### src/source/core_pkg.sv
////////////////////////////////////////////////////////////////////////////
// shared definitions of the rv32i subset core
// data and register index widths, boot address
// kept major opcodes and alu operations
// packed structs for fetch, alu, data port and writeback
////////////////////////////////////////////////////////////////////////////

package core_pkg;

  localparam int unsigned XLEN       = 32; // data and address width
  localparam int unsigned REG_ADDR_W = 5;  // 32 registers

  localparam logic [XLEN-1:0] BOOT_ADDR = 32'h0000_0080; // first fetch address

  // major opcodes the core executes
  // everything else decodes as a no-op and retires
  typedef enum logic [6:0]
  {
    OPC_LOAD   = 7'b0000011,
    OPC_OP_IMM = 7'b0010011,
    OPC_STORE  = 7'b0100011,
    OPC_OP     = 7'b0110011,
    OPC_BRANCH = 7'b1100011
  } opcode_e;

  typedef enum logic [2:0]
  {
    ALU_ADD,
    ALU_SUB,
    ALU_AND,
    ALU_OR,
    ALU_XOR,
    ALU_SLT  // signed compare
  } alu_op_e;

  // fetched word plus its address
  typedef struct packed
  {
    logic [XLEN-1:0] instr;
    logic [XLEN-1:0] pc;
  } fetch_pkt_t;

  typedef struct packed
  {
    alu_op_e         op;
    logic [XLEN-1:0] operand_a;
    logic [XLEN-1:0] operand_b;
  } alu_req_t;

  // decode -> lsu, and the data port itself
  typedef struct packed
  {
    logic            we;    // 1 for stores
    logic [3:0]      be;    // byte enables
    logic [XLEN-1:0] addr;
    logic [XLEN-1:0] wdata;
  } mem_req_t;

  // register file write port
  typedef struct packed
  {
    logic                  we;
    logic [REG_ADDR_W-1:0] waddr;
    logic [XLEN-1:0]       wdata;
  } wb_t;

endpackage

### src/source/alu.sv
////////////////////////////////////////////////////////////////////////////
// integer alu
// add, sub, and, or, xor, signed slt and the operand compare for beq
////////////////////////////////////////////////////////////////////////////

`timescale 1ns/1ps

module alu
(
  input  core_pkg::alu_req_t         req_i,
  output logic [core_pkg::XLEN-1:0]  result_o,
  output logic                       equal_o
);

  always_comb
  begin
    case (req_i.op)
      core_pkg::ALU_ADD: result_o = req_i.operand_a + req_i.operand_b;
      core_pkg::ALU_SUB: result_o = req_i.operand_a - req_i.operand_b;
      core_pkg::ALU_AND: result_o = req_i.operand_a & req_i.operand_b;
      core_pkg::ALU_OR:  result_o = req_i.operand_a | req_i.operand_b;
      core_pkg::ALU_XOR: result_o = req_i.operand_a ^ req_i.operand_b;
      core_pkg::ALU_SLT:
      begin
        // 0 or 1, two's complement compare
        result_o = {31'b0, $signed(req_i.operand_a) < $signed(req_i.operand_b)};
      end
      default: result_o = '0;
    endcase
  end

  assign equal_o = (req_i.operand_a == req_i.operand_b); // beq decision

endmodule

### src/source/decode_stage.sv
////////////////////////////////////////////////////////////////////////////
// decode and execute
// opcode and alu decode, immediates, operand read, beq resolution,
// dispatch of lw/sw/sb to the lsu, register writeback mux
////////////////////////////////////////////////////////////////////////////

`timescale 1ns/1ps

module decode_stage
(
  input  logic                            clk,
  input  logic                            rst_ni,
  input  logic                            fetch_valid_i,
  input  core_pkg::fetch_pkt_t            fetch_pkt_i,
  output logic                            id_ready_o,
  output logic                            redirect_o,
  output logic [core_pkg::XLEN-1:0]       redirect_pc_o,
  input  logic                            lsu_ready_i,
  output logic                            lsu_valid_o,
  output core_pkg::mem_req_t              lsu_req_o,
  output logic [core_pkg::REG_ADDR_W-1:0] lsu_rd_o,
  input  core_pkg::wb_t                   load_wb_i,
  output logic                            retire_o
);

  logic [core_pkg::XLEN-1:0]  instr;
  core_pkg::opcode_e          opcode;
  logic [2:0]                 funct3;
  logic [core_pkg::XLEN-1:0]  imm_i, imm_s, imm_b;
  logic [core_pkg::XLEN-1:0]  rs1_data, rs2_data;
  core_pkg::alu_op_e          reg_op;   // from funct3/funct7
  logic                       op_ok;
  logic                       is_alu, is_load, is_store, is_beq;
  logic                       accept;
  core_pkg::alu_req_t         alu_req;
  logic [core_pkg::XLEN-1:0]  alu_result;
  logic                       alu_equal;
  core_pkg::wb_t              alu_wb, rf_wb;

  assign instr  = fetch_pkt_i.instr;
  assign opcode = core_pkg::opcode_e'(instr[6:0]);
  assign funct3 = instr[14:12];

  assign imm_i = {{20{instr[31]}}, instr[31:20]};
  assign imm_s = {{20{instr[31]}}, instr[31:25], instr[11:7]};
  assign imm_b = {{19{instr[31]}}, instr[31], instr[7], instr[30:25], instr[11:8], 1'b0};

  ////////////////////////////////////////////////////////////////////////////
  // alu operation decode
  ////////////////////////////////////////////////////////////////////////////
  always_comb
  begin
    op_ok  = 1'b1;
    reg_op = core_pkg::ALU_ADD;
    case (funct3)
      3'b000: if (opcode == core_pkg::OPC_OP && instr[30]) reg_op = core_pkg::ALU_SUB;
      3'b010: reg_op = core_pkg::ALU_SLT;
      3'b100: reg_op = core_pkg::ALU_XOR;
      3'b110: reg_op = core_pkg::ALU_OR;
      3'b111: reg_op = core_pkg::ALU_AND;
      default: op_ok = 1'b0;                 // shifts, sltu
    endcase
    if (opcode == core_pkg::OPC_OP && (instr[31] || instr[29:25] != '0))
      op_ok = 1'b0;                          // mul and friends
  end

  assign is_alu   = (opcode == core_pkg::OPC_OP || opcode == core_pkg::OPC_OP_IMM) && op_ok;
  assign is_load  = (opcode == core_pkg::OPC_LOAD) && (funct3 == 3'b010);   // lw only
  assign is_store = (opcode == core_pkg::OPC_STORE) && (funct3 == 3'b000 || funct3 == 3'b010);
  assign is_beq   = (opcode == core_pkg::OPC_BRANCH) && (funct3 == 3'b000);

  // operand select, address adds go through the alu as well
  always_comb
  begin
    alu_req.op        = is_alu ? reg_op : core_pkg::ALU_ADD;
    alu_req.operand_a = rs1_data;
    if (opcode == core_pkg::OPC_OP || is_beq)
      alu_req.operand_b = rs2_data;
    else if (opcode == core_pkg::OPC_STORE)
      alu_req.operand_b = imm_s;
    else
      alu_req.operand_b = imm_i;
  end

  // whole core waits while the lsu is busy, load result owns the write port
  assign id_ready_o = lsu_ready_i && !load_wb_i.we;
  assign accept     = fetch_valid_i && id_ready_o;

  assign redirect_o    = accept && is_beq && alu_equal;
  assign redirect_pc_o = fetch_pkt_i.pc + imm_b;

  assign lsu_valid_o     = fetch_valid_i && (is_load || is_store) && !load_wb_i.we;
  assign lsu_req_o.we    = is_store;
  assign lsu_req_o.be    = (is_store && funct3 == 3'b000) ? 4'b0001 : 4'b1111; // sb: lane 0
  assign lsu_req_o.addr  = alu_result;
  assign lsu_req_o.wdata = rs2_data;
  assign lsu_rd_o        = instr[11:7];

  assign retire_o = accept && !is_store;   // stores count on their grant

  assign alu_wb.we    = accept && is_alu;
  assign alu_wb.waddr = instr[11:7];
  assign alu_wb.wdata = alu_result;
  assign rf_wb        = load_wb_i.we ? load_wb_i : alu_wb;

  register_file u_register_file
  (
    .clk       ( clk           ),
    .rst_ni    ( rst_ni        ),
    .raddr_a_i ( instr[19:15]  ),
    .raddr_b_i ( instr[24:20]  ),
    .rdata_a_o ( rs1_data      ),
    .rdata_b_o ( rs2_data      ),
    .wb_i      ( rf_wb         )
  );

  alu u_alu
  (
    .req_i    ( alu_req    ),
    .result_o ( alu_result ),
    .equal_o  ( alu_equal  )
  );

endmodule

### src/source/fetch_stage.sv
////////////////////////////////////////////////////////////////////////////
// instruction fetch
// pc register, three-state request fsm on the req/gnt/rvalid port,
// one-entry fetched-instruction buffer towards decode
////////////////////////////////////////////////////////////////////////////

`timescale 1ns/1ps

module fetch_stage
(
  input  logic                       clk,
  input  logic                       rst_ni,
  // instruction memory port
  output logic                       instr_req_o,
  output logic [core_pkg::XLEN-1:0]  instr_addr_o,
  input  logic                       instr_gnt_i,
  input  logic                       instr_rvalid_i,
  input  logic [core_pkg::XLEN-1:0]  instr_rdata_i,
  // to decode
  output logic                       fetch_valid_o,
  output core_pkg::fetch_pkt_t       fetch_pkt_o,
  input  logic                       id_ready_i,
  // taken branch from decode
  input  logic                       redirect_i,
  input  logic [core_pkg::XLEN-1:0]  redirect_pc_i
);

  typedef enum logic [1:0] {F_IDLE, F_WAIT_GNT, F_WAIT_RVALID} fetch_state_e;

  fetch_state_e               state_q;
  logic [core_pkg::XLEN-1:0]  pc_q;    // next address to fetch
  logic [core_pkg::XLEN-1:0]  addr_q;  // address of the open request
  logic                       valid_q;
  core_pkg::fetch_pkt_t       pkt_q;
  logic                       issue;

  // buffer empty or draining this cycle, and no branch being taken
  // so a taken branch never leaves a wrong-path request in flight
  assign issue = (state_q == F_IDLE) && (!valid_q || id_ready_i) && !redirect_i;

  always_ff @(posedge clk)
  begin
    if (!rst_ni)
    begin
      state_q <= F_IDLE;
      pc_q    <= core_pkg::BOOT_ADDR;
      valid_q <= 1'b0;
    end
    else
    begin
      if (valid_q && id_ready_i)
        valid_q <= 1'b0;                      // consumed by decode
      if (redirect_i)
      begin
        pc_q    <= redirect_pc_i;
        valid_q <= 1'b0;
      end
      case (state_q)
        F_IDLE:
          if (issue)
          begin
            state_q <= F_WAIT_GNT;
            pc_q    <= pc_q + 32'd4;
          end
        F_WAIT_GNT:
          if (instr_gnt_i)
            state_q <= F_WAIT_RVALID;
        F_WAIT_RVALID:
          if (instr_rvalid_i)
          begin
            state_q <= F_IDLE;
            valid_q <= 1'b1;
          end
        default: state_q <= F_IDLE;
      endcase
    end
  end

  // address and fetched word
  always_ff @(posedge clk)
  begin
    if (issue)
      addr_q <= pc_q;
    if (state_q == F_WAIT_RVALID && instr_rvalid_i)
    begin
      pkt_q.instr <= instr_rdata_i;
      pkt_q.pc    <= addr_q;
    end
  end

  assign instr_req_o   = (state_q == F_WAIT_GNT); // held until the grant cycle
  assign instr_addr_o  = addr_q;
  assign fetch_valid_o = valid_q;
  assign fetch_pkt_o   = pkt_q;

endmodule

### src/source/load_store_unit.sv
////////////////////////////////////////////////////////////////////////////
// load store unit
// data port fsm, sb byte enables and lane replication,
// lw writeback and store completion
////////////////////////////////////////////////////////////////////////////

`timescale 1ns/1ps

module load_store_unit
(
  input  logic                            clk,
  input  logic                            rst_ni,
  // from decode
  input  logic                            lsu_valid_i,
  input  core_pkg::mem_req_t              lsu_req_i,
  input  logic [core_pkg::REG_ADDR_W-1:0] load_rd_i,
  output logic                            lsu_ready_o,
  // data memory port
  output logic                            data_req_o,
  output core_pkg::mem_req_t              data_o,
  input  logic                            data_gnt_i,
  input  logic                            data_rvalid_i,
  input  logic [core_pkg::XLEN-1:0]       data_rdata_i,
  // results
  output core_pkg::wb_t                   load_wb_o,
  output logic                            store_done_o
);

  typedef enum logic [1:0] {L_IDLE, L_WAIT_GNT, L_WAIT_RVALID} lsu_state_e;

  lsu_state_e                       state_q;
  core_pkg::mem_req_t               req_q;
  logic [core_pkg::REG_ADDR_W-1:0]  rd_q;
  logic                             resp;
  logic                             accept;

  assign resp        = (state_q == L_WAIT_RVALID) && data_rvalid_i;
  assign lsu_ready_o = (state_q == L_IDLE) || resp;   // free again on the response
  assign accept      = lsu_valid_i && lsu_ready_o;

  always_ff @(posedge clk)
  begin
    if (!rst_ni)
      state_q <= L_IDLE;
    else
    begin
      case (state_q)
        L_IDLE:
          if (accept)
            state_q <= L_WAIT_GNT;
        L_WAIT_GNT:
          if (data_gnt_i)
            state_q <= L_WAIT_RVALID;
        L_WAIT_RVALID:
          if (data_rvalid_i)
            state_q <= accept ? L_WAIT_GNT : L_IDLE;  // back to back
        default: state_q <= L_IDLE;
      endcase
    end
  end

  // request payload, held stable until the grant
  always_ff @(posedge clk)
  begin
    if (accept)
    begin
      req_q.we   <= lsu_req_i.we;
      req_q.be   <= lsu_req_i.be << lsu_req_i.addr[1:0];  // sb lane from addr
      req_q.addr <= lsu_req_i.addr;
      if (lsu_req_i.be == 4'b0001)
        req_q.wdata <= {4{lsu_req_i.wdata[7:0]}};         // byte on every lane
      else
        req_q.wdata <= lsu_req_i.wdata;
      rd_q <= load_rd_i;
    end
  end

  assign data_req_o = (state_q == L_WAIT_GNT);
  assign data_o     = req_q;

  assign store_done_o = data_req_o && data_gnt_i && req_q.we;

  // lw returns the full word
  assign load_wb_o.we    = resp && !req_q.we;
  assign load_wb_o.waddr = rd_q;
  assign load_wb_o.wdata = data_rdata_i;

endmodule

### src/source/register_file.sv
////////////////////////////////////////////////////////////////////////////
// integer register file
// 31 registers plus x0, two combinational read ports, one write port
////////////////////////////////////////////////////////////////////////////

`timescale 1ns/1ps

module register_file
(
  input  logic                            clk,
  input  logic                            rst_ni,
  input  logic [core_pkg::REG_ADDR_W-1:0] raddr_a_i,
  input  logic [core_pkg::REG_ADDR_W-1:0] raddr_b_i,
  output logic [core_pkg::XLEN-1:0]       rdata_a_o,
  output logic [core_pkg::XLEN-1:0]       rdata_b_o,
  input  core_pkg::wb_t                   wb_i
);

  logic [core_pkg::XLEN-1:0] regs_q [1:31]; // no storage for x0

  always_ff @(posedge clk)
  begin
    if (!rst_ni)
    begin
      for (int i = 1; i < 32; i++)
        regs_q[i] <= '0;
    end
    else if (wb_i.we && wb_i.waddr != '0)
      regs_q[wb_i.waddr] <= wb_i.wdata;     // writes to x0 dropped
  end

  assign rdata_a_o = (raddr_a_i == '0) ? '0 : regs_q[raddr_a_i];
  assign rdata_b_o = (raddr_b_i == '0) ? '0 : regs_q[raddr_b_i];

endmodule

### src/source/riscv_core_top.sv
////////////////////////////////////////////////////////////////////////////
// top level of the rv32i subset core
// fetch, decode and lsu instances, stage wiring,
// retired-instruction and data-response tracing counters
////////////////////////////////////////////////////////////////////////////

`timescale 1ns/1ps

module riscv_core_top
(
  input  logic                       clk,
  input  logic                       rst_ni,
  // instruction memory
  output logic                       instr_req_o,
  output logic [core_pkg::XLEN-1:0]  instr_addr_o,
  input  logic                       instr_gnt_i,
  input  logic                       instr_rvalid_i,
  input  logic [core_pkg::XLEN-1:0]  instr_rdata_i,
  // data memory
  output logic                       data_req_o,
  output core_pkg::mem_req_t         data_o,
  input  logic                       data_gnt_i,
  input  logic                       data_rvalid_i,
  input  logic [core_pkg::XLEN-1:0]  data_rdata_i,
  // tracing
  output logic [31:0]                instr_count_o,
  output logic [31:0]                mem_req_count_o
);

  logic                             fetch_valid;
  core_pkg::fetch_pkt_t             fetch_pkt;
  logic                             id_ready;
  logic                             redirect;
  logic [core_pkg::XLEN-1:0]        redirect_pc;
  logic                             lsu_valid, lsu_ready;
  core_pkg::mem_req_t               lsu_req;
  logic [core_pkg::REG_ADDR_W-1:0]  lsu_rd;
  core_pkg::wb_t                    load_wb;
  logic                             retire, store_done;

  fetch_stage u_fetch_stage
  (
    .clk            ( clk            ),
    .rst_ni         ( rst_ni         ),
    .instr_req_o    ( instr_req_o    ),
    .instr_addr_o   ( instr_addr_o   ),
    .instr_gnt_i    ( instr_gnt_i    ),
    .instr_rvalid_i ( instr_rvalid_i ),
    .instr_rdata_i  ( instr_rdata_i  ),
    .fetch_valid_o  ( fetch_valid    ),
    .fetch_pkt_o    ( fetch_pkt      ),
    .id_ready_i     ( id_ready       ),
    .redirect_i     ( redirect       ),
    .redirect_pc_i  ( redirect_pc    )
  );

  decode_stage u_decode_stage
  (
    .clk           ( clk         ),
    .rst_ni        ( rst_ni      ),
    .fetch_valid_i ( fetch_valid ),
    .fetch_pkt_i   ( fetch_pkt   ),
    .id_ready_o    ( id_ready    ),
    .redirect_o    ( redirect    ),
    .redirect_pc_o ( redirect_pc ),
    .lsu_ready_i   ( lsu_ready   ),
    .lsu_valid_o   ( lsu_valid   ),
    .lsu_req_o     ( lsu_req     ),
    .lsu_rd_o      ( lsu_rd      ),
    .load_wb_i     ( load_wb     ), // has priority on the write port
    .retire_o      ( retire      )
  );

  load_store_unit u_load_store_unit
  (
    .clk           ( clk           ),
    .rst_ni        ( rst_ni        ),
    .lsu_valid_i   ( lsu_valid     ),
    .lsu_req_i     ( lsu_req       ),
    .load_rd_i     ( lsu_rd        ),
    .lsu_ready_o   ( lsu_ready     ),
    .data_req_o    ( data_req_o    ),
    .data_o        ( data_o        ),
    .data_gnt_i    ( data_gnt_i    ),
    .data_rvalid_i ( data_rvalid_i ),
    .data_rdata_i  ( data_rdata_i  ),
    .load_wb_o     ( load_wb       ),
    .store_done_o  ( store_done    )
  );

  ////////////////////////////////////////////////////////////////////////////
  // tracing counters
  ////////////////////////////////////////////////////////////////////////////
  always_ff @(posedge clk)
  begin
    if (!rst_ni)
    begin
      instr_count_o   <= '0;
      mem_req_count_o <= '0;
    end
    else
    begin
      // decode retires and store grants never coincide, summed anyway
      instr_count_o <= instr_count_o + 32'(retire) + 32'(store_done);
      if (data_rvalid_i)
        mem_req_count_o <= mem_req_count_o + 32'd1;  // every data response
    end
  end

endmodule

### config.mk
export PLATFORM = sky130hd
export DESIGN_NAME = riscv_core_top
export DESIGN_NICKNAME = d
export VERILOG_FILES = /design/src/source/core_pkg.sv /design/src/source/alu.sv /design/src/source/decode_stage.sv /design/src/source/fetch_stage.sv /design/src/source/load_store_unit.sv /design/src/source/register_file.sv /design/src/source/riscv_core_top.sv
export SDC_FILE = /design/constraint.sdc
export NUM_CORES = 2
export LEC_CHECK = 0
export ABC_CLOCK_PERIOD_IN_PS = 5400
export BUFFER_PORTS_ARGS = -buffer_cell sky130_fd_sc_hd__buf_4
export CAP_MARGIN = 20
export CORE_ASPECT_RATIO = 1.2
export CORE_UTILIZATION = 30
export CTS_BUF_LIST = sky130_fd_sc_hd__clkbuf_8 sky130_fd_sc_hd__clkbuf_16
export CTS_CLUSTER_SIZE = 12
export DETAILED_ROUTE_END_ITERATION = 8
export MAX_ROUTING_LAYER = met4
export PLACE_DENSITY = 0.44
export SYNTH_ARGS = -nofsm -noshare
export SYNTH_HDL_FRONTEND = slang
export SYNTH_HIERARCHICAL = 1
export SYNTH_SLANG_ARGS = --single-unit
### constraint.sdc
create_clock -name clk -period 5.4 [get_ports clk]
set_input_delay 0.81 -clock clk [delete_from_list [all_inputs] [get_ports clk]]
set_output_delay 0.81 -clock clk [all_outputs]
set_load 0.02 [all_outputs]
**Word-level counts from Yosys, hierarchy flattened**

Memory sizes are Yosys's and may differ from the RTL's. A register that Yosys moved wholly into a read port is not among the register bits.
Cells that the tools add are included.

- Register bits: 271
- Memories: 1
- Memory bits (writable): 992
- Output and inout port bits: 167
- Bits of input ports: 70

- Shift-type cells: 1
- Muxes and demuxes: 38
- Order comparisons: 1
- Reductions and logical operators: 48
- $add $sub $neg: 7
- Bitwise logic cells: 3
- Eq/ne operators: 26

Memory list:

| memory | words | width | rd ports | clocked after Yosys merged registers in | write ports | line | text |
|---|---|---|---|---|---|---|---|
| u_decode_stage.u_register_file.regs_q | 31 | 32 | 2 | 2 | 31 | register_file.sv:19 | `logic [core_pkg::XLEN-1:0] regs_q [1:31];` |

Operators by type and width:

| operator | number |
|---|---|
| 32-bit two-way mux | 8 |
| 32-bit one-hot mux with 6 select lines | 1 |
| 32-bit by 1-bit adder with 32-bit output | 2 |
| 32-bit adder | 2 |
| 38-bit two-way mux | 1 |
| 32-bit by 1-bit adder with 32-bit output (second input constant) | 1 |
| 32-bit by 3-bit adder with 32-bit output (second input constant) | 1 |
| 32-bit AND | 1 |
| 32-bit equality test | 1 |
| 32-bit < comparator | 1 |
| 32-bit OR | 1 |
| 32-bit OR reduction | 1 |
| 32-bit subtractor | 1 |
| 32-bit XOR | 1 |
| 1-bit logical AND | 24 |
| 5-bit two-way mux | 4 |
| 3-bit equality test (second input constant) | 5 |
| 3-bit one-hot mux with 5 select lines | 1 |
| 7-bit by 6-bit equality test with 1-bit output (second input constant) | 2 |
| 1-bit two-way mux | 13 |
| 2-bit two-way mux | 6 |
| 2-bit one-hot mux with 3 select lines | 2 |
| 5-bit logical NOT | 2 |
| 5-bit nonzero test | 2 |
| other kinds (19) | 40 |

**Logic depth before layout (Yosys ltp)**

- Depth after elaboration: 16
- Mapped depth: 26

**By module**

The synthesis kept the hierarchy.

Modules (own cells, without submodules):

| module | cells each | area each (sq um) | instances |
|---|---|---|---|
| register_file | 3,505 | 54,214.5 | 1 |
| alu | 827 | 5,392.7 | 1 |
| fetch_stage | 320 | 4,794.6 | 1 |
| riscv_core_top | 343 | 2,959.1 | 1 |
| load_store_unit | 193 | 2,910.3 | 1 |
| decode_stage | 394 | 2,882.8 | 1 |

**Worst setup path after synthesis**

No wires, ideal clock.

- Kind: input -> register
- Start point: in data_rvalid_i
- End point: mem u_decode_stage/u_register_file/regs_q[7][0] in the netlist's numbering (enable)
- Data arrival time: 5,398 ps
- Setup slack: -464 ps
- Stages: 8
- Cells stage by stage: inv_1 > nor4b_1 > buf_1 > buf_1 > mux2_2 > or3b_2 > clkbuf_1 > o21ai_0

RTL lines:

| item | line | text |
|---|---|---|
| from (decl) | riscv_core_top.sv:23 | `input logic data_rvalid_i,` |
| to (decl) | register_file.sv:19 |  |

==> impl_metrics.py <==
metrics = {
    "setup_path": {
        "cp_num_buf_inv": 10,
        "reg2reg_depth": 24,
        "rr_endpoint": "u_decode_stage/u_register_file/regs_q[27][20]$_SDFFCE_PN0P_",
        "path_delay_family": "buffers and inverters",
        "crit_top_cell": "buf_4",
        "crit-reg2reg-launch": "u_fetch_stage/fetch_pkt_o[52]$_DFFE_PP_",
        "cp_slowest_stage_delay_ns": 0.50,
        "end_kind": "flop",
        "crit_slowest_cell": "mux4_2",
        "regToRegSetupSlack_ns": -0.51,
        "path_cells": "buf_12 -> buf_12 -> buf_4 -> mux4_2 -> a22o_4 -> a2111oi_4 -> buf_4 -> nor3_1 -> buf_4 -> a21o_1 -> inv_1 -> ha_1 -> or4_4 -> or3_4 -> inv_2 -> buf_4 -> a21oi_2 -> buf_4 -> xnor2_1 -> a211oi_1 -> o22ai_1 -> mux2_2 -> buf_12 -> and2_1",
        "start_kind": "flop",
        "cp_data_required_time_ns": 5.98,
        "critPathMaxFanout": 32,
        "worst_ep_arrival_time_ns": 6.50,
        "worstSetupPathType": "flop to flop",
    },
    "sta": {
        "period_needed_ns": 5.91,
        "setup_tns_ns": -296.55,
        "setup_ws_ns": -0.512,
        "slew_headroom": 0.263,
        "fin_skew_ns": 0.0569,
        "hold_viol_final": 0,
        "setup_viol": 905,
        "fmax_ghz": 0.169,
        "timing.final.crit_share": 1.09,
        "final-max-slew-violation-count": 0,
        "rsz0062_at_grt": "yes",
        "tightest_slew_ns": 1.10,
        "holdWs_ns": 0.132,
    },
    "worst_hold_path": {
        "hold_class": "input port to flop",
        "worstHoldEndpoint": "u_fetch_stage/fetch_pkt_o[51]$_DFFE_PP_",
        "hp-start": "instr_rdata_i[19]",
        "hold_depth": 1,
    },
    "run_status": {
        "status": "complete, but fails checks",
        "failed_checks": "setup timing",
    },
    "layout": {
        "final_cell_mix": "edfxtp_1 (1194), buf_4 (1028), and2_1 (1008)",
        "nets": 6625,
        "drive_above_1_share": 0.349,
        "area_delta_synth_final_pct": 26.1,
        "final_area_um2": 92200,
        "fin_cells": 9724,
        "layout_commonest_cell": "edfxtp_1",
        "fill_cells": 23000,
    },
    "logic_synthesis": {
        "synth_area_um2": 73200,
        "synth_cells": 5582,
        "synth_enable_flop_cells": 1194,
        "synthFlopType": "edfxtp_1",
        "async_flop_share": 0,
        "yosys_warnings": 6,
        "ys_types": 114,
        "synth-seq-cells": 1295,
        "syn_avg_cell_area_um2": 13.1,
        "ys_seq_area_frac": 0.518,
    },
    "power_and_ir_drop": {
        "power_density_nw_per_um2": 262,
        "vdd_drop_max_uv": 234,
        "switchingPower_mw": 6.18,
        "combPwrFrac": 0.111,
        "finalPower_mw": 24.2,
        "intPower_mw": 18.0,
        "power_frac_seq": 0.473,
        "p_clk_frac": 0.416,
        "swShare": 0.255,
        "p_leak_nw": 34.7,
    },
    "detailed_routing": {
        "vias_per_cell": 5.44,
        "drt-initial-drc-count": 4664,
        "drt.antenna.violating_nets": 0,
        "firstDrtPassIters": 5,
        "route.detailed.drc": 0,
        "wire_per_inst_um": 31.1,
        "vias": 52900,
        "wirelength_um": 303000,
    },
    "clocking": {
        "clock-sinks": 1295,
        "cts_tree": "done",
        "cts_max_path_buffers": 4,
        "htreeDepth": 4,
        "clk_latency_ns": 0.85,
        "clkTransAtPathRegs_ns": 0.06,
        "numCtsBuffers": 160,
        "clockRootBuffer": "clkbuf_16",
    },
    "die": {
        "fp-row-count": 198,
        "die_h_um": 543,
        "start_util": 0.302,
        "core_um2": 243000,
        "fp.dieW_um": 453,
        "die_area_um2": 246000,
        "io_pins": 237,
    },
    "global_route": {
        "grt_usage": 0.248,
        "grt.overflow.total": 0,
        "grt_pass1_vias": 53300,
        "grt_max_degree": 49,
        "grt_pass1_wl_um": 418000,
        "antenna_found_initial": 19,
    },
    "placed_design": {
        "dp_hpwl_um": 204000,
        "dpl_cell_area_um2": 85100,
        "dp_cells": 9387,
        "io_buffers": 236,
        "place_congestion": 0.917,
    },
    "job": {
        "drv_cap": 0,
    },
}
[final cells by class]
| cell class | count | area [µm²] | share of cell area |
|---|---|---|---|
| Clock inverter | 96 | 597 | 0.00647 |
| Timing Repair Buffer | 1182 | 10800 | 0.117 |
| Clock buffer | 164 | 4080 | 0.0442 |
| Inverter | 131 | 497 | 0.00538 |
| Tap cell | 3200 | 4000 | 0.0434 |
| Antenna cell | 9 | 22.5 | 0.000244 |
| Sequential cell | 1295 | 37900 | 0.411 |
| Multi-Input combinational cell | 3647 | 34400 | 0.373 |
[worst register-to-register path: cells and delay by family (launching register included)]
family	cells	cell delay, ns
mux	2	0.83
compound gates	6	1.35
flops	1	0.45
fa+ha+maj	1	0.25
buf+inv	10	1.46
xor+xnor	1	0.12
simple gates	4	1.22
[routing by layer]
metal  wire (µm)  vias to the layer above  share of wire  track usage
li1            -                    22900              -            -
met1      118000                    27500           0.39        0.293
met2      152000                     1925           0.50        0.421
met3       16500                      575          0.054       0.0290
met4       15900                        0          0.052        0.112
met5           0                        -              0            -
[cell families after synthesis]
logic type               after synthesis  share of synthesized area
other                                  2                   0.000103
multiplexers                         720                      0.181
XOR/XNOR                              92                     0.0110
flip-flops                          1295                      0.518
AND/OR/NAND/NOR                     1787                      0.142
buffers and inverters                674                     0.0434
AO/OA/AOI/OAI                        874                     0.0813
adder cells (fa/ha/maj)              138                     0.0240
[worst max path at each step]
stage	from	to	cells past startpoint
6_report	u_fetch_stage/fetch_pkt_o[52]$_DFFE_PP_	u_decode_stage/u_register_file/regs_q[27][20]$_SDFFCE_PN0P_	24
5_1_grt	u_fetch_stage/fetch_pkt_o[55]$_DFFE_PP_	u_decode_stage/u_register_file/regs_q[10][28]$_SDFFCE_PN0P_	24
4_1_cts	u_fetch_stage/fetch_pkt_o[48]$_DFFE_PP_	u_decode_stage/u_register_file/regs_q[10][28]$_SDFFCE_PN0P_	21
3_5_place_dp	u_fetch_stage/fetch_pkt_o[52]$_DFFE_PP_	u_fetch_stage/pc_q[13]$_SDFF_PN0_	21
3_3_place_gp	u_fetch_stage/fetch_pkt_o[52]$_DFFE_PP_	u_fetch_stage/pc_q[13]$_SDFF_PN0_	24
2_1_floorplan	data_rvalid_i	u_decode_stage/u_register_file/regs_q[4][0]$_SDFFCE_PN0P_	8
[power by group through the flow]
stage	registers [mW]	logic, mW	clock network [mW]
3_5_place_dp	11.7	2.55	0
2_1_floorplan	11.6	1.18	0
5_1_grt	11.5	2.81	10.6
6_report	11.5	2.68	10.1
4_1_cts	11.5	2.64	10.3
3_3_place_gp	11.7	2.54	0
[cell usage after synthesis (21+ instances only)]
library cell | count | area, µm²
a22oi_1 | 21 | 158
a2111oi_1 | 41 | 410
mux2i_1 | 174 | 1740
buf_1 | 28 | 105
inv_1 | 125 | 469
a211oi_1 | 22 | 165
and2_1 | 1010 | 6320
xor2_1 | 32 | 280
edfxtp_1 | 1194 | 35900
o21ai_0 | 138 | 691
xnor2_1 | 60 | 526
or4_1 | 29 | 218
buf_6 | 29 | 327
ha_1 | 134 | 1680
nor4_1 | 22 | 138
o22ai_1 | 119 | 744
nor3_1 | 88 | 440
nand4_1 | 41 | 257
or3_1 | 22 | 138
clkbuf_1 | 349 | 1310
nor2b_1 | 31 | 194
dfxtp_1 | 101 | 2020
a21o_1 | 44 | 330
a21oi_1 | 204 | 1020
mux4_2 | 472 | 10600
buf_4 | 80 | 601
o211ai_1 | 23 | 173
a22o_1 | 53 | 464
nand2_1 | 193 | 724
mux2_2 | 69 | 777
o31ai_1 | 37 | 278
nor2_1 | 175 | 657
buf_2 | 51 | 255
nand3_1 | 58 | 290
and3_1 | 21 | 131
[what timing repair did]
action | CTS | global route
setup buffers | 25 | 36
pin swaps | 21 | 23
gates resized for setup | 231 | 130
cloned | 6 | 1
setup endpoints to repair | 1048 | 987
hold buffers | 0 | 0
[registers in the layout, summed over array words and instances (netlist names), 2 cells and up]
register	count
u_decode_stage/u_register_file/regs_q	1024
u_load_store_unit/data_o	69
u_fetch_stage/fetch_pkt_o	64
instr_count_o	32
mem_req_count_o	32
u_fetch_stage/instr_addr_o	32
u_fetch_stage/pc_q	32
u_load_store_unit/rd_q	5
u_fetch_stage/state_q	2
u_load_store_unit/state_q	2
[per-stage QoR]
step,utilization,worst slack (ns)
2_1_floorplan,-,-0.456
3_3_place_gp,0.351,-1.28
3_5_place_dp,0.351,-1.25
4_1_cts,0.376,-0.487
5_1_grt,0.380,-0.656
6_report,0.380,-0.512
(Power assumes the default switching activity.)
